## config.mk

```make
export PLATFORM = sky130hd
export DESIGN_NAME = palette_lookup
export DESIGN_NICKNAME = d
export VERILOG_FILES = /design/src/design/display_pkg.sv /design/src/design/palette_lookup.sv
export SDC_FILE = /design/constraint.sdc
export NUM_CORES = 1
export LEC_CHECK = 0
export ABC_AREA = 1
export BUFFER_PORTS_ARGS = -buffer_cell sky130_fd_sc_hd__buf_4
export CAP_MARGIN = 20
export CORE_MARGIN = 2
export CORE_UTILIZATION = 50
export DETAILED_ROUTE_END_ITERATION = 8
export PLACE_DENSITY_LB_ADDON = 0.25
export RECOVER_POWER = 100
export SLEW_MARGIN = 20
export SYNTH_ARGS = -nofsm -noshare
export SYNTH_HDL_FRONTEND = slang
export SYNTH_SLANG_ARGS = --single-unit
```

## constraint.sdc

```tcl
create_clock -name clk_pix -period 2.7 [get_ports clk_pix]
set_input_delay 0.27 -clock clk_pix [delete_from_list [all_inputs] [get_ports clk_pix]]
set_output_delay 0.27 -clock clk_pix [all_outputs]
set_load 0.05 [all_outputs]
```

## src/design/display_pkg.sv

```systemverilog
// shared widths, the RGB555 colour word and the DVI control symbols
// modules import this in their body; port lists use scoped names

package display_pkg;

    localparam int cordw     = 16;  // screen coordinate width
    localparam int canv_bpp  = 4;   // canvas bits per pixel, 16 palette entries
    localparam int bpc       = 5;   // palette bits per channel
    localparam int bpc_board = 8;   // bits per channel on the DVI link

    // rgb555 fields, red in the top bits as the host writes them
    typedef struct packed {
        logic [bpc-1:0] r;
        logic [bpc-1:0] g;
        logic [bpc-1:0] b;
    } rgb_t;

    // the same word seen raw or split into channels
    typedef union packed {
        logic [3*bpc-1:0] raw;  // palette write data, background value
        rgb_t             ch;   // per-channel view for widening
    } colr_t;

    // TMDS control period symbols, indexed by {c1, c0}
    // bit 0 is sent first on the wire
    localparam logic [3:0][9:0] ctrl_sym = {
        10'b1010101011,  // c = 11
        10'b0101010100,  // c = 10
        10'b0010101011,  // c = 01, hsync only on ch0
        10'b1101010100   // c = 00, idle blanking
    };

endpackage

```

## src/design/palette_lookup.sv

```systemverilog
// 16-entry RGB555 palette with background fill outside the canvas window
// output channels are widened to 8 bits and registered with de and syncs

module palette_lookup #(
    parameter display_pkg::colr_t BG_COLR = 15'h0886  // fill colour outside window
) (
    input  logic                              clk_pix,
    input  logic                              rst_n,
    input  logic                              pal_we,    // host palette write
    input  logic [display_pkg::canv_bpp-1:0]  pal_idx,
    input  display_pkg::colr_t                pal_colr,
    input  logic [display_pkg::canv_bpp-1:0]  rd_idx,    // from framebuffer
    input  logic                              in_win,
    input  logic                              de_in,
    input  logic                              hsync_in,
    input  logic                              vsync_in,
    output logic [display_pkg::bpc_board-1:0] red,
    output logic [display_pkg::bpc_board-1:0] green,
    output logic [display_pkg::bpc_board-1:0] blue,
    output logic                              de_out,
    output logic                              hsync_out,
    output logic                              vsync_out
);
    import display_pkg::*;

    colr_t pal_mem [2**canv_bpp];  // small enough for distributed RAM
    colr_t colr;

    // 5 to 8 bits, top bits repeated below so full scale stays full scale
    function automatic logic [bpc_board-1:0] widen(input logic [bpc-1:0] c);
        return {c, c[bpc-1:bpc-3]};
    endfunction

    always_ff @(posedge clk_pix) if (pal_we) pal_mem[pal_idx] <= pal_colr;

    assign colr = in_win ? pal_mem[rd_idx] : BG_COLR;  // async palette read

    always_ff @(posedge clk_pix) begin
        red   <= widen(colr.ch.r);
        green <= widen(colr.ch.g);
        blue  <= widen(colr.ch.b);
    end

    always_ff @(posedge clk_pix) begin
        if (!rst_n) begin
            {de_out, hsync_out, vsync_out} <= '0;
        end else begin
            de_out    <= de_in;
            hsync_out <= hsync_in;
            vsync_out <= vsync_in;
        end
    end

endmodule

```

# Word-level counts from Yosys, hierarchy flattened
# Memory sizes are Yosys's and may differ from the RTL's.
# Index checks and enable logic that the tools add are counted.
[totals]
ram_bits = 240
register_bits = 27
inputBits = 30
mem_count = 1
[mem_list]
columns = ["memory", "words", "word_bits", "read_ports", "rd_clocked_by_memory_dff", "write_ports", "line", "rtl"]
rows = [
  ["pal_mem", 16, 15, 1, 0, 1, "palette_lookup.sv:26", "colr_t pal_mem [2**canv_bpp];"],
]
[op_classes]
n_mux = 3
[ops]
columns = ["operator", "count"]
rows = [
  ["$mux W15", 1],
  ["$mux W1", 2],
]

# Longest topological paths before layout
[logic_depth]
ltp_word = 2
mapped_depth = 9

# Least setup slack after synthesis
# No wires, ideal clock.
[synth_path]
path_kind = "input to register"
start = "in pal_idx[2] (netlist name)"
end = "mem pal_mem[10][0] (netlist name) (enable)"
t_required_ns = 2.314
t_arrival_ns = 1.140
cell_stages = 2
setup_slack_ns = 1.174
cell_sequence = "nand3b_1 nor2_1"
[synth_rtl]
columns = ["element", "line", "rtl"]
rows = [
  ["from (decl)", "palette_lookup.sv:10", "input logic [display_pkg::canv_bpp-1:0] pal_idx,"],
  ["to (decl)", "palette_lookup.sv:26", ""],
]
# No word-level cell before the write port.

# Final worst setup path
[layout_path]
start = "in pal_idx[2] (netlist name)"
end = "mem pal_mem[11][10] (netlist name) (enable)"
# No word-level cell before the write port.

==> results.json <==
{
  "hold_violations": 0,
  "dr.first_iter.drc_count": 655,
  "io_pins": 57,
  "power_density_nw_per_um2": 722,
  "antenna_found_initial": 0,
  "power.internal_mw": 6.63,
  "route.detailed.drc": 0,
  "insertion_delay_ns": 0.53,
  "leakage_nw": 4.68,
  "synth_top_area_share_pct": 68.1,
  "die_area_sq_um": 22400,
  "finalNetCount": 1047,
  "portBuffers": 56,
  "synthFlopType": "edfxtp_1",
  "maxCapViolations": 0,
  "synth_nets": 985,
  "post-synth-top-count-cell": "nand2_1",
  "ys_types": 16,
  "path_cells": "clkbuf_1, nand3b_1, nor2_1, clkbuf_1",
  "crit_top_cell": "clkbuf_1",
  "vias": 6942,
  "wl_per_cell_microns": 19.0,
  "critical_path.startpoint": "pal_idx[2]",
  "worstReg2RegEnd": "red[4]",
  "dp.cells": 1256,
  "slew_headroom_pct": 1.90,
  "critPathArrivalTime_ns": 2.07,
  "finalCritPeriodShare_pct": 71.1,
  "slowest_delay_ns": 0.87,
  "n_antenna_cell": 0,
  "grt_max_degree": 105,
  "yosysSeqAreaShare_pct": 71.5,
  "finalSetupTns_ns": 0,
  "cts_resized": 0,
  "critPathMaxFanout": 11,
  "finalNonFillerCells": 1313,
  "drive_above_1_share_pct": 6.36,
  "regToRegSetupSlack_ns": 1.62,
  "status": "completed",
  "required_ns": 2.85,
  "root_buffer": "clkbuf_16",
  "start_kind": "input pin",
  "post_cts_buffers": 0,
  "period_minus_slack_ns": 1.92,
  "seqPwrFrac_pct": 52.3,
  "end_kind": "flop",
  "syn_inst": 955,
  "timing.rr.start": "pal_mem[2][11]",
  "cts_tree": "yes",
  "synthTopCellsByArea": "edfxtp_1, nand2_1, nand3_1, inv_1, dfxtp_1",
  "synth.avg_cell_area_sq_um": 11.1,
  "coreArea_sq_um": 20900,
  "preCtsSetupSlack_ns": 0.961,
  "synth_enable_flop_cells": 240,
  "htreeDepth": 1,
  "grt_pass1_vias": 6719,
  "postLayoutCellArea_sq_um": 11900,
  "pwr-share-clk_pct": 40.5,
  "place_congestion": 0.782,
  "yosysWarnings": 0,
  "cts_buffer_depth": 3,
  "dp_hpwl_microns": 14300,
  "syn_to_final_growth_pct": 12.5,
  "syn_area_sq_um": 10600,
  "yosysTopAreaCell": "edfxtp_1",
  "die_y_microns": 150,
  "wirelength_microns": 25000,
  "grt-ovfl-total": 0,
  "final_max_slew_viol_count": 0,
  "finalWorstSetupSlack_ns": 0.780,
  "combPwrFrac_pct": 7.3,
  "die_w_microns": 150,
  "rows": 53,
  "cp-endpoint": "pal_mem[11][10]",
  "nFillCells": 1765,
  "rsz0062_at_grt": "false",
  "p_sw_mw": 1.97,
  "synth_common_cells": "nand2_1, edfxtp_1, nand3_1",
  "peakVddDrop_uv": 517,
  "postRouteAntennaNets": 0,
  "finalSetupViolations": 0,
  "critical_path_class": "input pin to flop",
  "fmax_mhz": 521,
  "ys_seq_elements": 258,
  "switching_share_pct": 22.9,
  "place_area_sq_um": 11300,
  "viasPerCell": 5.29,
  "utilization_pct": 57.0,
  "hold_class": "input pin to flop",
  "slowest_stage": "clkbuf_1",
  "path_clk_slew_ns": 0.06,
  "tightest_slew_ns": 1.47,
  "grtUsageTotal_pct": 22.8,
  "finClkSkew_ns": 0.00648,
  "start_util_pct": 50.7,
  "r2r_cells": 6,
  "grt_pass1_wl_microns": 38100,
  "clock_sinks": 258,
  "drt_first_pass_iters": 5,
  "cts_buffers": 27,
  "synthArstFlopShare_pct": 0
}
## critical path, delay by kind of cell
kind                   cells  cell delay (ns)
buffers and inverters      2             0.98
AND/OR/NAND/NOR            2             0.81
## metal layers
metal	part of all wire, %	global-route usage, %
met1	44	33.8
met2	46	35.3
met3	7.7	3.23
met4	2.7	7.19
met5	0	0
## how the worst min path moves through the flow
| stage | to | slack [ns] | from | cells past startpoint |
|---|---|---|---|---|
| floorplan | blue[4] | 0.35 | in_win | 1 |
| global placement | vsync_out | 0.45 | vsync_in | 3 |
| detailed placement | de_out | 0.45 | de_in | 3 |
| CTS | pal_mem[15][3] | 0.02 | pal_colr[3] | 1 |
| global route | green[3] | 0.19 | rd_idx[3] | 3 |
| finish | green[3] | 0.17 | rd_idx[3] | 3 |
## kinds of logic after synthesis
family,share of synthesized area [%]
simple gates,19.3
compound gates,2.01
flops,71.5
buf+inv,7.25
## through the flow
stage	power, mW	hold WS, ns
final	8.60	0.175
after global routing	8.88	0.195
after floorplan	5.00	0.355
after CTS	8.72	0.0244
after global placement	5.23	0.450
after detailed placement	5.24	0.454
## area by class of cell
class                      instances  area [sq um]  area share, %
inverter                         105           394           3.31
clock inverter                    10          63.8          0.536
timing repair buffer              91           498           4.18
clock buffer                      40           785           6.59
tap                              275           344           2.89
multi-input combinational        534          2260           19.0
sequential                       258          7570           63.5
## power by group through the flow
stage | clock, mW | combinational (mW) | sequential [mW]
after floorplan | 0 | 0.355 | 4.64
final | 3.48 | 0.624 | 4.49
after global routing | 3.70 | 0.685 | 4.50
after global placement | 0 | 0.656 | 4.57
after detailed placement | 0 | 0.662 | 4.58
after CTS | 3.55 | 0.674 | 4.49
## layout by cell type, fill, tap and decap left out
cell type	netlist	final
buf_4	17	13
nand3_1	139	139
clkbuf_8	0	6
clkinvlp_4	0	1
inv_1	103	103
o211ai_1	7	7
clkbuf_16	0	27
nor2_1	59	56
inv_6	0	1
edfxtp_1	240	240
nor2_2	0	3
clkbuf_4	0	4
dlygate4sd3_1	0	7
clkinv_4	0	1
buf_12	0	3
inv_8	0	1
clkinv_1	0	2
clkbuf_1	10	71
nand2_1	295	295
a21oi_1	11	11
inv_2	2	2
nand3b_1	2	2
o21ai_0	21	21
dfxtp_1	18	18
clkinv_2	0	4
## sequential cells by signal, summed over array words and instances, names as in the netlist
name	cells
de_out	1
hsync_out	1
green	5
pal_mem	240
red	5
vsync_out	1
blue	5
## repair_timing
action                     in CTS  in global routing
hold buffers                    7                  0
setup endpoints to repair       0                  0
hold endpoints to repair        7                  0
Note: power is estimated with default switching activity, not from simulation.
