<file path="src/design/display_pkg.sv">
// shared widths, the RGB555 colour word and the DVI control symbols
// modules import this in their body; port lists use scoped names

package display_pkg;

    localparam int cordw     = 16;  // screen coordinate width
    localparam int canv_bpp  = 4;   // canvas bits per pixel, 16 palette entries
    localparam int bpc       = 5;   // palette bits per channel
    localparam int bpc_board = 8;   // bits per channel on the DVI link

    // rgb555 fields, red in the top bits as the host writes them
    typedef struct packed {
        logic [bpc-1:0] r;
        logic [bpc-1:0] g;
        logic [bpc-1:0] b;
    } rgb_t;

    // the same word seen raw or split into channels
    typedef union packed {
        logic [3*bpc-1:0] raw;  // palette write data, background value
        rgb_t             ch;   // per-channel view for widening
    } colr_t;

    // TMDS control period symbols, indexed by {c1, c0}
    // bit 0 is sent first on the wire
    localparam logic [3:0][9:0] ctrl_sym = {
        10'b1010101011,  // c = 11
        10'b0101010100,  // c = 10
        10'b0010101011,  // c = 01, hsync only on ch0
        10'b1101010100   // c = 00, idle blanking
    };

endpackage

</file>
<file path="src/design/tmds_encoder.sv">
// DVI TMDS encoder for one channel, 8-bit data or 2-bit control to a 10-bit symbol
// one cycle latency; running disparity is held during de and cleared in blanking

module tmds_encoder (
    input  logic       clk_pix,
    input  logic       rst_n,
    input  logic [7:0] din,   // pixel byte
    input  logic [1:0] ctrl,  // control value for blanking
    input  logic       de,
    output logic [9:0] tout   // bit 0 sent first
);
    import display_pkg::*;

    logic [3:0]        n1_d;      // ones in din
    logic [3:0]        n1_q;      // ones in q_m[7:0]
    logic              use_xnor;
    logic [8:0]        q_m;       // transition-minimised word
    logic signed [5:0] bal;       // ones minus zeros of q_m[7:0]
    logic signed [5:0] cnt;       // running disparity
    logic signed [5:0] cnt_nxt;
    logic [9:0]        sym_nxt;

    // stage one, chain of XOR or XNOR
    always_comb begin
        n1_d = '0;
        for (int i = 0; i < 8; i++) begin
            n1_d = n1_d + {3'b000, din[i]};
        end
        use_xnor = (n1_d > 4'd4) || (n1_d == 4'd4 && !din[0]);
        q_m[0] = din[0];
        for (int i = 1; i < 8; i++) begin
            q_m[i] = q_m[i-1] ^ din[i] ^ use_xnor;  // xor with 1 gives xnor
        end
        q_m[8] = !use_xnor;  // flags the xor form for the decoder
    end

    // stage two, dc balance against the running disparity
    always_comb begin
        n1_q = '0;
        for (int i = 0; i < 8; i++) begin
            n1_q = n1_q + {3'b000, q_m[i]};
        end
        bal = $signed({1'b0, n1_q, 1'b0}) - 6'sd8;  // 2*n1 - 8

        if (cnt == 6'sd0 || bal == 6'sd0) begin  // no bias either way
            sym_nxt = {~q_m[8], q_m[8], q_m[8] ? q_m[7:0] : ~q_m[7:0]};
            cnt_nxt = q_m[8] ? cnt + bal : cnt - bal;
        end else if ((cnt > 6'sd0 && bal > 6'sd0) || (cnt < 6'sd0 && bal < 6'sd0)) begin
            sym_nxt = {1'b1, q_m[8], ~q_m[7:0]};  // invert to pull back toward zero
            cnt_nxt = cnt + (q_m[8] ? 6'sd2 : 6'sd0) - bal;
        end else begin
            sym_nxt = {1'b0, q_m[8], q_m[7:0]};
            cnt_nxt = cnt - (q_m[8] ? 6'sd0 : 6'sd2) + bal;
        end
    end

    always_ff @(posedge clk_pix) begin
        if (!rst_n) begin
            tout <= ctrl_sym[0];
            cnt  <= '0;
        end else if (de) begin
            tout <= sym_nxt;
            cnt  <= cnt_nxt;
        end else begin
            tout <= ctrl_sym[ctrl];  // blanking, disparity restarts
            cnt  <= '0;
        end
    end

endmodule

</file>
<file path="config.mk">
export PLATFORM = sky130hd
export DESIGN_NAME = tmds_encoder
export DESIGN_NICKNAME = d
export VERILOG_FILES = /design/src/design/display_pkg.sv /design/src/design/tmds_encoder.sv
export SDC_FILE = /design/constraint.sdc
export NUM_CORES = 1
export LEC_CHECK = 0
export BUFFER_PORTS_ARGS = -buffer_cell sky130_fd_sc_hd__buf_2
export CAP_MARGIN = 10
export CORE_MARGIN = 10
export CORE_UTILIZATION = 35
export DETAILED_ROUTE_END_ITERATION = 8
export PLACE_DENSITY_LB_ADDON = 0.2
export SLEW_MARGIN = 20
export SYNTH_ARGS = -nofsm -noshare
export SYNTH_HDL_FRONTEND = slang
export SYNTH_SLANG_ARGS = --single-unit
</file>
<file path="constraint.sdc">
create_clock -name clk_pix -period 13.4 [get_ports clk_pix]
set_input_delay 3.35 -clock clk_pix [delete_from_list [all_inputs] [get_ports clk_pix]]
set_output_delay 3.35 -clock clk_pix [all_outputs]
set_load 0.01 [all_outputs]
</file>
# Word-level counts from Yosys, hierarchy flattened

Index checks and enable logic that the tools add are counted.

Register bits after elaboration: 16
Input bits: 13
Output and inout port bits: 10
Logic and storage cells: 67

Add/sub/neg operators: 21
Order comparisons: 6
Eq/ne operators: 1
Mux-type cells: 11
Bitwise gates (word level): 15
Reduce and logical (&&, ||, !) cells: 11

Operators with widths:

| operator                                                      | count |
|---|---|
| two-way mux 10 bit                                            | 4 |
| adder 4 x 1 -> 4 bit                                          | 8 |
| binary-select mux 10 bit (select 2 bit)                       | 1 |
| two-way mux 6 bit                                             | 3 |
| XOR 1 bit                                                     | 14 |
| adder 6 bit                                                   | 2 |
| greater-than comparator 6 x 1 -> 1 bit, second input constant | 2 |
| logical NOT 6 bit                                             | 2 |
| < comparator 6 x 1 -> 1 bit, second input constant            | 2 |
| subtractor 6 bit                                              | 2 |
| adder 3 x 1 -> 4 bit                                          | 2 |
| two-way mux 8 bit                                             | 1 |
| inverter 8 bit                                                | 1 |
| adder 2 x 1 -> 3 bit                                          | 2 |
| adder 6 x 3 -> 6 bit                                          | 1 |
| subtractor 5 x 4 -> 6 bit, second input constant              | 1 |
| subtractor 6 x 3 -> 6 bit                                     | 1 |
| adder 1 x 1 -> 2 bit                                          | 2 |
| == test 4 x 3 -> 1 bit, second input constant                 | 1 |
| greater-than comparator 4 x 3 -> 1 bit, second input constant | 1 |
| two-way mux 2 bit                                             | 2 |
| logical AND 1 bit                                             | 3 |
| logical OR 1 bit                                              | 3 |
| < comparator 2 x 3 -> 1 bit, second input constant            | 1 |
| 2 further kinds                                               | 3 |

# Longest topological paths before layout

Depth after elaboration: 31
Gate-level depth with buffers: 28
Gate-level depth less buffers: 27

# Worst setup path after synthesis

OpenSTA, ideal clock, no wires.

Path kind: input to register
From: input din[0]
To: register cnt[5]
Setup time: 0.086 ns
Arrival time: 10.630 ns
Slack: 2.685 ns
Stages on the path: 28
Path through: inv_1 > fa_1 > fa_1 > fa_1 > inv_1 > ha_1 > fa_1 > nor3b_1 > o22ai_1 > clkbuf_1 > xnor2_1 > fa_1 > inv_1 > fa_1 > fa_1 > ha_1 > inv_1 > fa_1 > xnor2_1 > ha_1 > inv_1 > ha_1 > a21o_1 > or4_1 > and3_1 > o2bb2ai_1 > xor2_1 > a211oi_1

Cells in the longest elaborated chain, start to end: 30
Elaborated cells on any way between the ends: 52

Ends and longest elaborated chain:

| item                                                          | RTL line           | RTL |
|---|---|---|
| start: declaration                                            | tmds_encoder.sv:7  | `input logic [7:0] din,` |
| branches (longest 29 deep; another with adder 3 x 1 -> 4 bit) | -                  |  |
| two-way mux 6 bit *                                           | tmds_encoder.sv:45 | `if (cnt == 6'sd0 \|\| bal == 6'sd0) begin` |
| end signal: assignment                                        | tmds_encoder.sv:63 | `cnt <= cnt_nxt;` |
| end: declaration                                              | tmds_encoder.sv:19 | `logic signed [5:0] cnt;` |

Every way passes the cells marked *.
A chain may end at the register's enable or synchronous reset.

# Final worst setup path

Ends and elaborated chain as after synthesis.

==> out/qor.tcl <==
set qor(most_common_cell_after_layout_fill_and_taps_aside) {inv_1}
set qor(drt-initial-drc-count) 28
set qor(worstPathMaxFanout) 15
set qor(cts-buffers-inserted) 3
set qor(place.gp.congestion) 0.764
set qor(viasPerCell) 4.39
set qor(drive_gt1_frac) 0.150
set qor(timing.critical_path.arrival_ps) 10860
set qor(area_delta_synth_final_pct) 13.0
set qor(totalWireLength_um) 3440
set qor(cts_hold_repair.buffers) 0
set qor(timing.reg2reg.worst_path_depth) 11
set qor(placementRows) 26
set qor(status) {finished clean}
set qor(drv_cap) 0
set qor(fmax_mhz) 93.5
set qor(number_of_detailed_route_iterations_in_the_first_pass) 4
set qor(clock_tree_from_tritoncts) {done}
set qor(maximum_clock_skew_at_final_layout_ps) 6.11
set qor(antenna_cells_inserted) 0
set qor(globalRouteOverflowTotal) 0
set qor(placement.cell_area_um2) 2010
set qor(drcViolationCount) 0
set qor(h-tree-depth) 1
set qor(synth.net_count) 254
set qor(syn-mean-instance-area_um2) 8.98
set qor(count_of_instances_resized_after_the_clock_tree_is_built) 0
set qor(synthArstFlopShare) 0
set qor(critical-path-top-delay-family) {adder cells}
set qor(finalNetCount) 278
set qor(min_delay_path_depth) 4
set qor(grt_start_max_net_pins) 16
set qor(num_vias) 1300
set qor(maxSlewViolCount) 0
set qor(cts.sink_count) 15
set qor(ys_top_cells_by_area) {ha_1, dfxtp_1, fa_1}
set qor(grt_setup_unrepaired) {no}
set qor(design_area_um2) 2060
set qor(final_cell_mix) {inv_1, ha_1, buf_2}
set qor(floorplan.die.height_um) 92.2
set qor(fp.dieArea_um2) 8500
set qor(worst-endpoint-required_ps) 13570
set qor(synth_top_flop_cell) {dfxtp_1}
set qor(die_x_um) 92.2
set qor(critical_path_stages) 29
set qor(grtUsageTotal) 0.0832
set qor(number_of_global_route_vias_before_repair) 1250
set qor(synth.ff_latch_count) 15
set qor(clk-insertion-delay-late_ps) 250
set qor(startpoint_type) {input port}
set qor(wire_length_of_the_first_global_routing_pass_um) 5840
set qor(synth.yosys.seq_area_share) 0.165
set qor(post_synthesis_cell_type_count) 32
set qor(synth_area_leader_cell) {ha_1}
set qor(synth-edff-count) 0
set qor(floorplan.initialDensity) 0.359
set qor(ys_warn_count) 0
set qor(synth_top_cell_area_share) 0.172
set qor(cp_buf_inv_count) 7
set qor(ios) 23
set qor(ctsRootBufferMaster) {clkbuf_8}
set qor(timing.final.crit_share) 0.798
set qor(antenna_found_initial) 0
set qor(timing_worst_setup_path_type) {in -> reg}
set qor(worst_hold_slack_ps) 781
set qor(worst_setup_path_end_kind) {flip-flop}
set qor(clk_pin_slew_ps) 60
set qor(coreArea_um2) 5070
set qor(critPathSlowestCell) {fa_1}
set qor(crit_top_cell) {fa_1}
set qor(ant_nets) 0
set qor(cts_setup_buffers) 0
set qor(critical-path-max-stage-delay_ps) 560
set qor(max_slew_margin) 0.439
set qor(layout_min_cycle_time_ps) 10690
set qor(timing_worst_slew_pin_value_ps) 838
set qor(wl_per_cell_um) 11.6
set qor(place.port_buffers) 22
set qor(hold_crit_path_type) {reg -> reg}
set qor(tns_ps) 0
set qor(cts.path.max_buffers) 2
set qor(post_synth_inst_count) 203
set qor(synth_area_um2) 1820
set qor(n_fill_cell) 527
set qor(final-setup-viol-count) 0
set qor(place.detailed.hpwl_um) 2950
set qor(final-hold-violation-count) 0
## final cells by class
type | count | area (um2) | area share
multi-input cells | 145 | 1360 | 0.661
repair buffers | 23 | 118 | 0.0571
flip-flops and latches | 15 | 300 | 0.146
clock buffers | 3 | 41.3 | 0.0200
inverters | 39 | 146 | 0.0711
clock inverters | 1 | 5.00 | 0.00243
well taps | 70 | 87.6 | 0.0425
## cell families (layout without fill, tap and decap cells)
logic type / count (synthesis) / count (layout) / synth area share
adders and majority gates: 38 / 38 / 0.314
and+or+nand+nor: 28 / 28 / 0.0700
muxes: 1 / 1 / 0.00549
AOI/OAI and AO/OA: 41 / 41 / 0.152
xor gates and xnor gates: 37 / 37 / 0.205
DFF: 15 / 15 / 0.165
buffers and inverters: 43 / 66 / 0.0885
## final timing paths
check | startpoint | endpoint | slack (ps)
setup / recovery | din[0] | cnt[5] | 2710
hold / removal | cnt[5] | cnt[5] | 780
setup reg to reg | cnt[1] | cnt[5] | 10670
hold reg to reg | cnt[5] | cnt[5] | 780
## routing by layer
layer / up-vias / global-route usage / wire, um
li1: 695 / - / -
met2: 17 / 0.130 / 1520
met3: 4 / 0.0187 / 133
met5: - / 0 / 0
met1: 584 / 0.109 / 1750
met4: 0 / 0.0308 / 48
## flip-flops by register name (all words and copies together), names as in the netlist
signal,cells
tout,10
cnt,5
## synthesized netlist by cell type, types with 3 or more instances
master,number
xnor2_1,21
clkbuf_1,4
a21oi_1,14
nor2_1,12
fa_1,13
nand2_1,9
o21ai_0,3
xnor2_2,3
a21o_1,9
a211oi_1,3
ha_1,25
inv_1,39
o211ai_1,3
dfxtp_1,15
xor2_1,11
## metrics by stage
step                setup slack, ps  cells   util
floorplan                      2680    203      -
global placement               2470    292  0.397
detailed placement             2380    292  0.397
CTS                            2630    296  0.406
global route                   2200    296  0.406
finish                         2710    296  0.406
## worst register-to-register path, stage by stage (launching register included)
cell       delay (ps)
dfxtp_1           340
inv_1             100
fa_1              550
inv_1             150
fa_1              220
inv_1              50
a21o_1            170
or4_1             380
and3_1            160
o2bb2ai_1         150
xor2_1            150
a211oi_1          220
Power is left out: the tool's default activity adds up to more than one toggle a clock period on the data nets, which glitch-free logic cannot reach.
