**config.mk**
```make
export PLATFORM = sky130hd
export DESIGN_NAME = display_timing
export DESIGN_NICKNAME = d
export VERILOG_FILES = /design/src/design/display_pkg.sv /design/src/design/display_timing.sv
export SDC_FILE = /design/constraint.sdc
export NUM_CORES = 1
export LEC_CHECK = 0
export BUFFER_PORTS_ARGS = -buffer_cell sky130_fd_sc_hd__buf_2
export CORE_ASPECT_RATIO = 1.75
export CORE_MARGIN = 10
export CORE_UTILIZATION = 56
export DETAILED_ROUTE_END_ITERATION = 8
export HOLD_SLACK_MARGIN = 0.06
export PLACE_DENSITY = 0.79
export SYNTH_ARGS = -nofsm -noshare
export SYNTH_HDL_FRONTEND = slang
export SYNTH_SLANG_ARGS = --single-unit
```
**constraint.sdc**
```tcl
create_clock -name clk_pix -period 2.6 [get_ports clk_pix]
set_clock_uncertainty 0.05 [all_clocks]
set_input_delay 0.52 -clock clk_pix [delete_from_list [all_inputs] [get_ports clk_pix]]
set_output_delay 0.52 -clock clk_pix [all_outputs]
set_load 0.005 [all_outputs]
```
**src/design/display_pkg.sv**
```systemverilog
// shared widths, the RGB555 colour word and the DVI control symbols
// modules import this in their body; port lists use scoped names

package display_pkg;

    localparam int cordw     = 16;  // screen coordinate width
    localparam int canv_bpp  = 4;   // canvas bits per pixel, 16 palette entries
    localparam int bpc       = 5;   // palette bits per channel
    localparam int bpc_board = 8;   // bits per channel on the DVI link

    // rgb555 fields, red in the top bits as the host writes them
    typedef struct packed {
        logic [bpc-1:0] r;
        logic [bpc-1:0] g;
        logic [bpc-1:0] b;
    } rgb_t;

    // the same word seen raw or split into channels
    typedef union packed {
        logic [3*bpc-1:0] raw;  // palette write data, background value
        rgb_t             ch;   // per-channel view for widening
    } colr_t;

    // TMDS control period symbols, indexed by {c1, c0}
    // bit 0 is sent first on the wire
    localparam logic [3:0][9:0] ctrl_sym = {
        10'b1010101011,  // c = 11
        10'b0101010100,  // c = 10
        10'b0010101011,  // c = 01, hsync only on ch0
        10'b1101010100   // c = 00, idle blanking
    };

endpackage

```
**src/design/display_timing.sv**
```systemverilog
// raster timing generator: pixel and line counters plus sync, de and frame start
// all outputs are registered and line up with sx/sy on the same cycle

module display_timing #(
    parameter int H_RES  = 640,  // active pixels per line
    parameter int H_FP   = 16,   // horizontal front porch
    parameter int H_SYNC = 96,   // hsync width
    parameter int H_BP   = 48,   // horizontal back porch
    parameter int V_RES  = 480,  // active lines
    parameter int V_FP   = 10,   // vertical front porch
    parameter int V_SYNC = 2,    // vsync width in lines
    parameter int V_BP   = 33    // vertical back porch
) (
    input  logic                          clk_pix,
    input  logic                          rst_n,
    output logic [display_pkg::cordw-1:0] sx,  // pixel position in line
    output logic [display_pkg::cordw-1:0] sy,  // line position in frame
    output logic                          de,
    output logic                          hsync,
    output logic                          vsync,
    output logic                          frame_start
);
    import display_pkg::*;

    localparam int H_TOTAL  = H_RES + H_FP + H_SYNC + H_BP;
    localparam int V_TOTAL  = V_RES + V_FP + V_SYNC + V_BP;
    localparam int HS_START = H_RES + H_FP;       // first hsync pixel
    localparam int HS_END   = HS_START + H_SYNC;  // first pixel after hsync
    localparam int VS_START = V_RES + V_FP;
    localparam int VS_END   = VS_START + V_SYNC;

    logic [cordw-1:0] sx_nxt;
    logic [cordw-1:0] sy_nxt;

    // next raster position, wraps at end of line and end of frame
    always_comb begin
        sx_nxt = sx + 1'b1;
        sy_nxt = sy;
        if (sx == cordw'(H_TOTAL - 1)) begin
            sx_nxt = '0;
            sy_nxt = (sy == cordw'(V_TOTAL - 1)) ? '0 : sy + 1'b1;
        end
    end

    // flags come from the next position so they match the counters
    always_ff @(posedge clk_pix) begin
        if (!rst_n) begin
            sx          <= '0;
            sy          <= '0;
            de          <= 1'b0;
            hsync       <= 1'b0;
            vsync       <= 1'b0;
            frame_start <= 1'b0;  // first frame after reset has no start pulse
        end else begin
            sx          <= sx_nxt;
            sy          <= sy_nxt;
            de          <= (sx_nxt < cordw'(H_RES)) && (sy_nxt < cordw'(V_RES));
            hsync       <= (sx_nxt >= cordw'(HS_START)) && (sx_nxt < cordw'(HS_END));
            vsync       <= (sy_nxt >= cordw'(VS_START)) && (sy_nxt < cordw'(VS_END));
            frame_start <= (sx_nxt == '0) && (sy_nxt == '0);
        end
    end

endmodule

```
# Word-level counts from Yosys, hierarchy flattened
# Cells that the tools add are included.
classes:
  n_addsub: 2
  n_lt_le_gt_ge: 6
  eq_ne: 2
  mux: 3
  reduce_logical: 6
op_table:
  columns: ["cell", "count"]
  rows:
  - ["16-bit 2-to-1 mux", 3]
  - ["16-bit by 1-bit adder with 16-bit output (second input constant)", 2]
  - ["16-bit by 10-bit equality test with 1-bit output (second input constant)", 2]
  - ["16-bit zero test", 2]
  - ["16-bit by 10-bit < comparator with 1-bit output (second input constant)", 2]
  - ["16-bit by 9-bit < comparator with 1-bit output (second input constant)", 2]
  - ["16-bit by 10-bit >= comparator with 1-bit output (second input constant)", 1]
  - ["16-bit by 9-bit >= comparator with 1-bit output (second input constant)", 1]
  - ["1-bit logical AND", 4]
word_totals:
  reg_bits: 36
  input_bits: 2
  out_inout_bits: 36
  word_cells: 25

# Logic depth before layout (Yosys ltp)
logic_depth:
  depth_word: 5
  depth_mapped: 10
  mapped_depth_nobuf: 8

# Worst setup path after synthesis
# No wires, ideal clock.
synth_timing:
  path_kind: "reg2reg"
  startpoint: "reg sx[0] (netlist bit)"
  endpoint: "reg de"
  setup_time_ps: 133
  arrival_time_ps: 2200
  required_time_ps: 2417
  slack_ps: 217
  path_stages_with_launch: 10
  path_buffers: 2
  period_less_slack_ps: 2383
  path_cell_list: "dfxtp_1 -> ha_1 -> and4_1 -> buf_4 -> and4_1 -> buf_4 -> nand4_2 -> xor2_1 -> or4b_1 -> nor4b_2"
synth_via:
  elab_chain_len: 4
  elab_cells_between_ends: 7
  cone_classes: "1 x add/sub; 2 x order compare; 1 x eq/ne; 2 x mux; 1 x reduce/logical"
synth_rtl:
  columns: ["item", "line", "source"]
  rows:
  - ["start: declaration", "display_timing.sv:16", "output logic [display_pkg::cordw-1:0] sx,"]
  - ["start signal: assignment", "display_timing.sv:55", "sx <= sx_nxt;"]
  - ["16-bit by 1-bit adder with 16-bit output / 16-bit by 10-bit equality test with 1-bit output (equally long branches)", "display_timing.sv:37, display_timing.sv:39", null]
  - ["16-bit 2-to-1 mux", "display_timing.sv:39", "if (sx == cordw'(H_TOTAL - 1)) begin"]
  - ["16-bit by 10-bit < comparator with 1-bit output / 16-bit by 9-bit < comparator with 1-bit output (equally long branches)", "display_timing.sv:57", "de <= (sx_nxt < cordw'(H_RES)) && (sy_nxt < cordw'(V_RES));"]
  - ["1-bit logical AND (*)", "display_timing.sv:57", null]
  - ["end signal: assignment", "display_timing.sv:57", null]
  - ["end: declaration", "display_timing.sv:18", "output logic de,"]
# Mark *: on every way between the ends. The rest lies on a longest branch, timed or not.
# A chain may end at the register's enable or synchronous reset.

# Final worst setup path
# Same ends and word-level chain as after synthesis.

==> results.toml <==
[status]
status = "completed"

[final_layout]
nNetsFinal = 322
syn2layout_area_growth_pct = 20.59
drive_above_1_share_pct = 25.16
diodes = 0
fin_cells = 366
stdcell_area_um2 = 2704

[cts]
root_buffer = "clkbuf_8"
clockBufferDepth = 2
clk_latency_ns = 0.30
numClockSinks = 36
postCtsHoldBufs = 0
numCtsBuffers = 5
cts_setup_buffers = 0
cts_tree = "done"
htree_levels = 2
cts_repair_resize_count = 0
clk_pin_slew_worst_paths_ns = 0.08

[worst_setup_path]
critPathKind = "reg -> reg"
crit_path_max_fanout = 6
arrival_ns = 2.60
crit_chain = "ha_1 -> and4_1 -> and4_1 -> nand4_2 -> xor2_1 -> or4b_1 -> nor4b_2"
crit_required_ns = 2.73
slowest_stage = "or4b_1"
cp-end-kind = "register"
crit_top_cell = "and4_1"
crit_path_start_kind = "register"
worst-path-buf-inv = 0
path_delay_family = "simple AND/OR/NAND/NOR gates"
slowest_delay_ns = 0.57

[routing]
drc_errors = 0
first_pass_iters = 4
wire_per_inst_um = 18.30
finalWirelength_um = 6699
via_per_inst = 6.268
initialDrtViolationCount = 178
antenna_left = 0
vias = 2294

[yosys]
yosys_warnings = 0
synth_top_area_share_pct = 32.14
synth_most_common_cell = "dfxtp_1"
syn_avg_cell_area_um2 = 8.243
syn_area_um2 = 2242
syn_nets = 277
ys_seq_area_share_pct = 32.14
syn_inst = 272
ys_ff_latch = 36
yosys.cell_types.count = 55
async_flop_share_pct = 0
synth_edf_count = 0
synth_flop_cell = "dfxtp_1"
yosys.area.top_type = "dfxtp_1"
synth_common_cells = "dfxtp_1 (36), nor2_1 (26), nand2_1 (18), nand3_1 (17), xnor2_1 (14)"
synthTopCellsByArea = "dfxtp_1 (32%), xnor2_1 (5.5%), nor2_1 (4.4%), nand3_1 (3.8%), and2_1 (3.6%)"

[place]
placed_cell_area_um2 = 2525
io_buffers = 37
hpwl_um = 4917
placedCellCount = 358
gp_congestion = 0.9754

[pwr]
p_clk_share_pct = 54.2
swShare_pct = 18.93
worst_ir_drop_vdd_v = 0.0004415
p_leak_uw = 0.001091
power_density_nw_per_um2 = 478.4
p_comb_share_pct = 2.4
internal-power_uw = 1049
power_uw = 1293
p_switching_uw = 244.9
seqPwrFrac_pct = 43.4

[timing]
relSlewSlack_pct = 63.19
slew_viol_final = 0
timing.final.crit_share_pct = 94.90
rsz0062_at_grt = "false"
tightest_slew_ns = 0.5470
worst_hold_slack_ns = 0.4558
setup_violations = 0
layout_min_cycle_time_ns = 2.468
final-hold-violation-count = 0
clock.fmax_mhz = 405.3
finalSetupTns_ns = 0

[global_route]
grt_pass1_vias = 2284
antenna_found_initial = 0
grt_max_degree = 23
gr-total-overflow = 0
grt_usage_pct = 19.40
grt_pass1_wl_um = 11060

[die]
die_h_um = 103.7
design.die.area_um2 = 7034
dieWidth_um = 67.83
coreArea_um2 = 3866
io_pins = 38
rows = 30
initial_utilization_pct = 57.99

[worst_hold_path]
hold_path_class = "reg -> reg"

[job]
max-cap-violations = 0
-- kinds of logic after synthesis --
logic type / synth area share, %
compound gates: 12.39
xor+xnor: 8.985
fa+ha+maj: 1.674
buf+inv: 4.520
flops: 32.14
simple gates: 40.29
-- final timing paths --
path               from    end  slack (ns)  depth (start not counted)
setup / recovery  sx[0]     de        0.13                          7
hold / removal    sx[0]  sx[0]        0.46                          1
setup reg to reg  sx[0]     de        0.13                          7
hold reg to reg   sx[0]  sx[0]        0.46                          1
-- cell type report --
class / count / area [µm²]
Tap cell: 48 / 60.06
Clock buffer: 5 / 68.82
Clock inverter: 3 / 90.09
Inverter: 7 / 26.28
Fill cell: 331 / 1162
Sequential cell: 36 / 723.2
Multi-Input combinational cell: 215 / 1438
Timing Repair Buffer: 52 / 297.8
-- stage by stage --
| stage | utilization [%] | setup slack [ns] |
|---|---|---|
| after floorplan | - | 0.2170 |
| after global placement | 65.31 | 0.1013 |
| after detailed placement | 65.31 | 0.07248 |
| after CTS | 69.42 | 0.04433 |
| after global routing | 69.94 | 0.003281 |
| final | 69.94 | 0.1325 |
-- cell usage in the layout, fill, tap and decap left out, types with 3 or more instances in the layout --
cell type / Yosys / routed
nand2_1: 18 / 18
clkbuf_8: 0 / 5
and3_1: 6 / 6
and2_1: 13 / 13
buf_4: 4 / 15
or3_1: 4 / 4
o31ai_1: 3 / 3
a21oi_1: 5 / 4
nand4_1: 11 / 11
inv_1: 7 / 7
nor4b_1: 4 / 4
buf_2: 6 / 37
nor3_1: 10 / 9
nor4_1: 9 / 8
a31oi_1: 3 / 3
dfxtp_1: 36 / 34
nand3_1: 17 / 17
nor2_1: 26 / 26
nand4_2: 3 / 3
bufinv_16: 0 / 3
or2_2: 3 / 3
and4_1: 4 / 4
o21ai_0: 12 / 12
xnor2_1: 14 / 14
xor2_1: 9 / 9
nor2b_1: 5 / 5
-- per-layer routing --
| layer | share of wire (%) | track usage (%) | vias to the layer above | wire length (µm) |
|---|---|---|---|---|
| li1 | - | - | 1088 | - |
| met4 | 5.5 | 12.57 | 0 | 367 |
| met1 | 37 | 20.06 | 1066 | 2470 |
| met2 | 52 | 33.24 | 108 | 3493 |
| met3 | 5.5 | 3.668 | 32 | 368 |
| met5 | 0 | 0 | - | 0 |
-- state kept, by name, summed over array words and instances, names as in the netlist --
name,count
vsync,1
sy,16
de,1
sx,16
frame_start,1
hsync,1
-- power groups by stage --
| stage | combinational, µW | sequential (µW) | clock, µW |
|---|---|---|---|
| 3_3_place_gp | 30.6 | 574 | 0 |
| 6_report | 30.6 | 561 | 701 |
| 3_5_place_dp | 30.6 | 574 | 0 |
| 4_1_cts | 31.0 | 561 | 707 |
| 2_1_floorplan | 17.8 | 574 | 0 |
| 5_1_grt | 34.5 | 562 | 728 |
-- worst reg2reg max path, stage by stage (launching register included) --
cell	delay, ns
dfxtp_1	0.42
ha_1	0.19
and4_1	0.28
and4_1	0.36
nand4_2	0.14
xor2_1	0.18
or4b_1	0.57
nor4b_2	0.18
Note: power is estimated with default switching activity, not from simulation.
