$ cat src/design/display_pkg.sv
// shared widths, the RGB555 colour word and the DVI control symbols
// modules import this in their body; port lists use scoped names

package display_pkg;

    localparam int cordw     = 16;  // screen coordinate width
    localparam int canv_bpp  = 4;   // canvas bits per pixel, 16 palette entries
    localparam int bpc       = 5;   // palette bits per channel
    localparam int bpc_board = 8;   // bits per channel on the DVI link

    // rgb555 fields, red in the top bits as the host writes them
    typedef struct packed {
        logic [bpc-1:0] r;
        logic [bpc-1:0] g;
        logic [bpc-1:0] b;
    } rgb_t;

    // the same word seen raw or split into channels
    typedef union packed {
        logic [3*bpc-1:0] raw;  // palette write data, background value
        rgb_t             ch;   // per-channel view for widening
    } colr_t;

    // TMDS control period symbols, indexed by {c1, c0}
    // bit 0 is sent first on the wire
    localparam logic [3:0][9:0] ctrl_sym = {
        10'b1010101011,  // c = 11
        10'b0101010100,  // c = 10
        10'b0010101011,  // c = 01, hsync only on ch0
        10'b1101010100   // c = 00, idle blanking
    };

endpackage

$ cat src/design/canvas_window.sv
// places the scaled canvas on screen and produces the framebuffer read address
// flags leave two cycles late so they meet the registered read data

module canvas_window #(
    parameter int CANV_WIDTH  = 160,  // canvas width in pixels
    parameter int CANV_HEIGHT = 120,  // canvas height in lines
    parameter int CANV_SCALE  = 4,    // integer zoom in both directions
    parameter int WIN_STARTX  = 0,    // window left edge on screen
    parameter int WIN_STARTY  = 0,    // window top edge on screen
    localparam int ADDRW = $clog2(CANV_WIDTH * CANV_HEIGHT)
) (
    input  logic                          clk_pix,
    input  logic                          rst_n,
    input  logic [display_pkg::cordw-1:0] sx,
    input  logic [display_pkg::cordw-1:0] sy,
    input  logic                          de,
    input  logic                          hsync,
    input  logic                          vsync,
    output logic [ADDRW-1:0]              rd_addr,  // row-major canvas address
    output logic                          in_win,
    output logic                          de_q,
    output logic                          hsync_q,
    output logic                          vsync_q
);
    import display_pkg::*;

    localparam int WIN_ENDX = WIN_STARTX + CANV_WIDTH * CANV_SCALE;   // exclusive
    localparam int WIN_ENDY = WIN_STARTY + CANV_HEIGHT * CANV_SCALE;  // exclusive

    logic             x_in, y_in;
    logic [ADDRW-1:0] cx;        // canvas column
    logic [ADDRW-1:0] row_base;  // canvas row times width, kept by addition
    logic [cordw-1:0] cx_sub, cy_sub;  // repeat counters within one canvas pixel
    logic             win_d, de_d, hs_d, vs_d;  // first delay stage

    assign x_in = (sx >= cordw'(WIN_STARTX)) && (sx < cordw'(WIN_ENDX));
    assign y_in = (sy >= cordw'(WIN_STARTY)) && (sy < cordw'(WIN_ENDY));

    always_ff @(posedge clk_pix) begin
        if (!rst_n) begin
            cx <= '0;
            cx_sub <= '0;
            row_base <= '0;
            cy_sub <= '0;
        end else begin
            if (!x_in) begin  // park at column 0 until the left edge
                cx     <= '0;
                cx_sub <= '0;
            end else if (cx_sub == cordw'(CANV_SCALE - 1)) begin
                cx     <= cx + 1'b1;
                cx_sub <= '0;
            end else begin
                cx_sub <= cx_sub + 1'b1;
            end

            if (!y_in) begin  // above or below the window
                row_base <= '0;
                cy_sub   <= '0;
            end else if (sx == cordw'(WIN_ENDX - 1)) begin  // last window pixel of line
                if (cy_sub == cordw'(CANV_SCALE - 1)) begin
                    row_base <= row_base + ADDRW'(CANV_WIDTH);
                    cy_sub   <= '0;
                end else begin
                    cy_sub <= cy_sub + 1'b1;
                end
            end
        end
    end

    always_ff @(posedge clk_pix) rd_addr <= row_base + cx;  // stage 1 framebuffer address

    // two-stage flag delay
    always_ff @(posedge clk_pix) begin
        if (!rst_n) begin
            {win_d, de_d, hs_d, vs_d}          <= '0;
            {in_win, de_q, hsync_q, vsync_q}   <= '0;
        end else begin
            win_d   <= de && x_in && y_in;
            de_d    <= de;
            hs_d    <= hsync;
            vs_d    <= vsync;
            in_win  <= win_d;
            de_q    <= de_d;
            hsync_q <= hs_d;
            vsync_q <= vs_d;
        end
    end

endmodule

$ cat config.mk
export PLATFORM = sky130hd
export DESIGN_NAME = canvas_window
export DESIGN_NICKNAME = d
export VERILOG_FILES = /design/src/design/display_pkg.sv /design/src/design/canvas_window.sv
export SDC_FILE = /design/constraint.sdc
export NUM_CORES = 1
export LEC_CHECK = 0
export ABC_AREA = 0
export ABC_CLOCK_PERIOD_IN_PS = 6800
export BUFFER_PORTS_ARGS = -buffer_cell sky130_fd_sc_hd__buf_2
export CAP_MARGIN = 20
export CORE_ASPECT_RATIO = 1.4
export CORE_MARGIN = 4
export CORE_UTILIZATION = 55
export DETAILED_ROUTE_END_ITERATION = 8
export PLACE_DENSITY = 0.78
export REMOVE_ABC_BUFFERS = 1
export SLEW_MARGIN = 20
export SYNTH_ARGS = -nofsm -noshare
export SYNTH_HDL_FRONTEND = slang
export SYNTH_SLANG_ARGS = --single-unit
$ cat constraint.sdc
create_clock -name clk_pix -period 6.8 [get_ports clk_pix]
set_clock_uncertainty 0.2 [all_clocks]
set_input_delay 0.34 -clock clk_pix [delete_from_list [all_inputs] [get_ports clk_pix]]
set_output_delay 0.34 -clock clk_pix [all_outputs]
set_load 0.005 [all_outputs]
After elaboration in Yosys (flattened, before gate mapping)

Cells that the tools add are included.

Add/sub/neg operators: 5
$mul: 0
Div/mod/pow operators: 0
Order comparisons: 4
Eq/ne operators: 3
Shifts and indexed selects: 0
Mux-type cells: 1
Bitwise logic cells: 2
Reduce and logical (&&, ||, !) cells: 8

Operators by type and width:

| kind                                                                                 | number |
|---|---|
| 16-bit by 1-bit adder with 16-bit output, second input constant                      | 2 |
| 16-bit by 2-bit equality test with 1-bit output, second input constant               | 2 |
| 16-bit by 1-bit greater-or-equal comparator with 1-bit output, second input constant | 2 |
| 16-bit by 10-bit equality test with 1-bit output, second input constant              | 1 |
| 16-bit by 10-bit < comparator with 1-bit output, second input constant               | 1 |
| 16-bit by 9-bit < comparator with 1-bit output, second input constant                | 1 |
| 16-bit 2-to-1 mux                                                                    | 1 |
| 15-bit by 1-bit adder with 15-bit output, second input constant                      | 1 |
| 15-bit adder                                                                         | 1 |
| 15-bit by 8-bit adder with 15-bit output, second input constant                      | 1 |
| 2-bit AND reduction                                                                  | 3 |
| 1-bit logical AND                                                                    | 4 |
| 3-bit OR reduction                                                                   | 1 |
| 1-bit NOT                                                                            | 2 |

Bits in registers: 85
Bits in latches: 0
Memory bits (writable): 0
ROM bits: 0
Input port bits: 37
Output and inout port bits: 19
Word-level logic and storage cells: 36
Memories: 0

Logic depth before layout (Yosys ltp)

Word-level depth: 4
Gate-level depth with buffers: 8
Mapped depth without buffers: 8

Worst setup path after synthesis

OpenSTA, ideal clock, no wires.

Path type: input to register
Start point: in sx[10] (netlist name)
End point: reg cy_sub[6]
Setup time: 0.075 ns
Data arrival time: 2.465 ns
Required time: 6.525 ns
Path slack: 4.060 ns
Stages on the path: 7
Buffers on the path: 2
Cells stage by stage: or4_4 or4_4 buf_6 or2_0 clkbuf_2 or4b_1 a21oi_1

Word-level cells in the longest chain between the ends: 1

Ends and longest elaborated chain:

| item                                             | line                | RTL |
|---|---|---|
| start: declaration                               | canvas_window.sv:14 | `input logic [display_pkg::cordw-1:0] sx,` |
| 16-bit by 10-bit equality test with 1-bit output | canvas_window.sv:59 | `end else if (sx == cordw'(WIN_ENDX - 1)) begin` |
| end signal: assignment                           | canvas_window.sv:64 | `cy_sub <= cy_sub + 1'b1;` |
| end: declaration                                 | canvas_window.sv:33 | `logic [cordw-1:0] cx_sub, cy_sub;` |

Every way passes these cells.
A chain may end at the register's enable or synchronous reset.

Worst setup path after layout

Start point: in sx[10] (netlist name)
End point: reg row_base[12]

Word-level cells in the longest chain between the ends: 2

Ends and longest elaborated chain:

| item                                             | line                | RTL |
|---|---|---|
| 16-bit by 10-bit equality test with 1-bit output | canvas_window.sv:59 |  |
| 2-bit AND reduction (no source line)             | --                  |  |
| end signal: assignment                           | canvas_window.sv:61 | `row_base <= row_base + ADDRW'(CANV_WIDTH);` |
| end: declaration                                 | canvas_window.sv:32 | `logic [ADDRW-1:0] row_base;` |

Every way passes these cells.

==> results.toml <==
[layout]
finalNonFillerCells = 532
final_cell_mix = "80 x dfxtp_1, 60 x nor2_1, 50 x buf_2, 33 x xnor2_1, 24 x nand2_1"
final_layout_size_suffix_gt1_share_pct = 15.4
final_common_cell = "dfxtp_1"
num_antenna_cells = 0
num-nets-final = 506
syn2layout_area_growth_pct = 14.3
final_core_util_pct = 65.4
design_area_sq_um = 4090

[place]
gp_congestion = 0.851
dp_slack_ns = 3.67
placed_area_sq_um = 3860
dp_cells = 514
port_buffers = 50
hpwlAfterDp_microns = 5350

[worst_hold_path]
min_path_cells = 2
min_from = "de"
holdPathEnd = "de_d"
min_path_type = "in -> reg"

[critical_path]
arrival_ns = 2.83
crit_family = "simple AND/OR/NAND/NOR gates"
cpPeakStageDelay_ns = 0.68
path_max_fanout = 17
critPathKind = "in -> reg"
crit_buf_inv = 1
r2r-end = "row_base[12]"
path_cells = "buf_2 > or4_4 > nor3_1 > nand4_1 > or4_1 > a21oi_1"
r2r-start = "cy_sub[2]"
crit_slowest_cell = "or4_1"
ff2ff_path_depth = 5
startpoint_type = "input port"
end_kind = "flop"
reg2reg_slack_ns = 4.18
crit_required_ns = 6.86

[cts]
htree_levels = 3
ctsRootBufferMaster = "clkbuf_8"
postCtsSetupBuffers = 0
cts-buffers-inserted = 9
worstSkewPairLatency_ns = 0.36
post_cts_resized = 0
cts_num_sinks = 80
cts_buffer_depth = 2
cts_tree = "yes"
cts.reportedPaths.clkPinSlew_ns = 0.08

[floorplanning]
die_height_microns = 103
io_pins = 56
coreArea_sq_um = 6250
dieArea_sq_um = 7880
dieWidth_microns = 76.2
row_count = 34
start_util_pct = 57.2

[global_route]
grt_pass1_vias = 2975
overflow = 0
grt_usage_pct = 19.7
grt_pass1_wl_microns = 12700
grt_max_degree = 18
grt_antenna_before_repair = 0

[yosys]
syn_avg_cell_area_sq_um = 8.84
ys.flop_type = "dfxtp_1"
netlist_area_sq_um = 3580
synthCells = 405
yosysSeqAreaShare_pct = 44.8
ys_seq_elements = 80
synth_warnings = 0
synthArstFlopShare_pct = 0
synth.distinct_cells = 39
synth_edf_count = 0

[status]
outcome = "complete, no violations"

[sta]
rsz0062_at_grt = "false"
period_share_pct = 40.7
slew_violations = 0
fin_crit_ns = 2.77
setup_violations = 0
tightestPinTransition_ns = 0.721
finalWorstSetupSlack_ns = 4.03
finalSetupTns_ns = 0
worst_hold_slack_ns = 0.00656
finalHoldViolations = 0
timing.fmax_mhz = 361
relSlewSlack_pct = 51.8

[routing]
first_iter_violations = 227
vias_per_cell = 5.80
drc = 0
final_antenna_net_count = 0
wl_per_cell_microns = 14.1
vias = 3084
drt-total-wl_microns = 7480
dr.pass1.iters = 4

[power]
switching_share_pct = 23.0
finalPower_uw = 852
switching_power_uw = 195
clockPowerShare_pct = 43.0
seq_power_share_pct = 55.2
leakage_nw = 1.45
internal_power_uw = 656
peakVddDrop_mv = 0.144
p_per_area_nw_per_um2 = 208
p_comb_share_pct = 1.8

[flow_run]
maxCapViolCount = 0
==> cells in the mapped netlist, drive strengths merged (2+ instances only) <==
cell	n	share of area (%)
a21oi	19	2.7
and2	9	1.6
and3	8	1.4
and4	5	1.2
clkbuf	12	1.3
dfxtp	80	45
ha	13	4.5
inv	10	1.0
mux2i	2	0.56
nand2	24	2.5
nand3	19	2.7
nand4	20	3.5
nor2	60	6.3
nor2b	3	0.52
nor3	7	0.98
nor4	18	3.1
o21ai	12	1.7
o31ai	3	0.63
o41ai	2	0.49
or2	4	0.70
or3	10	1.7
or4	6	1.5
xnor2	33	8.1
xor2	14	3.4
==> cells by family (layout without fill, tap and decap cells) <==
logic type,after synthesis,after routing,synth area share (%)
simple gates,198,198,28.8
mux,2,2,0.559
xor+xnor,47,47,11.5
buf+inv,23,78,2.66
flops,80,80,44.8
fa+ha+maj,14,14,5.11
compound gates,41,41,6.57
==> layout make-up <==
cell class	count	area [sq um]
Clock buffer	9	124
Timing Repair Buffer	52	270
Inverter	10	37.5
Tap cell	72	90.1
Clock inverter	7	85.1
Multi-Input combinational cell	302	1880
Fill cell	515	2160
Sequential cell	80	1600
==> how the worst max path moves through the flow <==
stage / startpoint / endpoint / slack [ns] / cells after the start
6_report: sx[10] / row_base[12] / 4.03 / 6
5_1_grt: sx[5] / row_base[12] / 3.75 / 6
4_1_cts: sx[10] / row_base[12] / 4.03 / 6
3_5_place_dp: sx[10] / row_base[13] / 3.67 / 6
3_3_place_gp: sx[10] / row_base[13] / 3.68 / 6
2_1_floorplan: sx[10] / row_base[12] / 4.11 / 5
==> flip-flops by register name, indices dropped and copies added, names as in the netlist <==
| name | flops |
|---|---|
| cx | 15 |
| cx_sub | 16 |
| cy_sub | 16 |
| de_d | 1 |
| de_q | 1 |
| hs_d | 1 |
| hsync_q | 1 |
| in_win | 1 |
| rd_addr | 15 |
| row_base | 10 |
| vs_d | 1 |
| vsync_q | 1 |
| win_d | 1 |
==> repair_timing <==
action | CTS | global route
setup endpoints to repair | 0 | 0
hold buffers | 2 | 0
endpoints found under the hold margin | 2 | 0
==> routing by layer <==
| layer | global-route usage (%) | wire length [microns] | vias up |
|---|---|---|---|
| met5 | 0 | 0 | - |
| met4 | 10.6 | 180 | 0 |
| met3 | 4.16 | 447 | 21 |
| met1 | 21.4 | 3020 | 1415 |
| li1 | - | - | 1540 |
| met2 | 36.1 | 3830 | 108 |
==> power by group through the flow <==
stage          Clock, mW  Sequential (mW)  Combinational [mW]
2_1_floorplan          0            0.481             0.00393
3_3_place_gp           0            0.481              0.0144
3_5_place_dp           0            0.481              0.0147
4_1_cts            0.373            0.470              0.0156
5_1_grt            0.393            0.470              0.0174
6_report           0.366            0.470              0.0154
(Power assumes the default switching activity.)
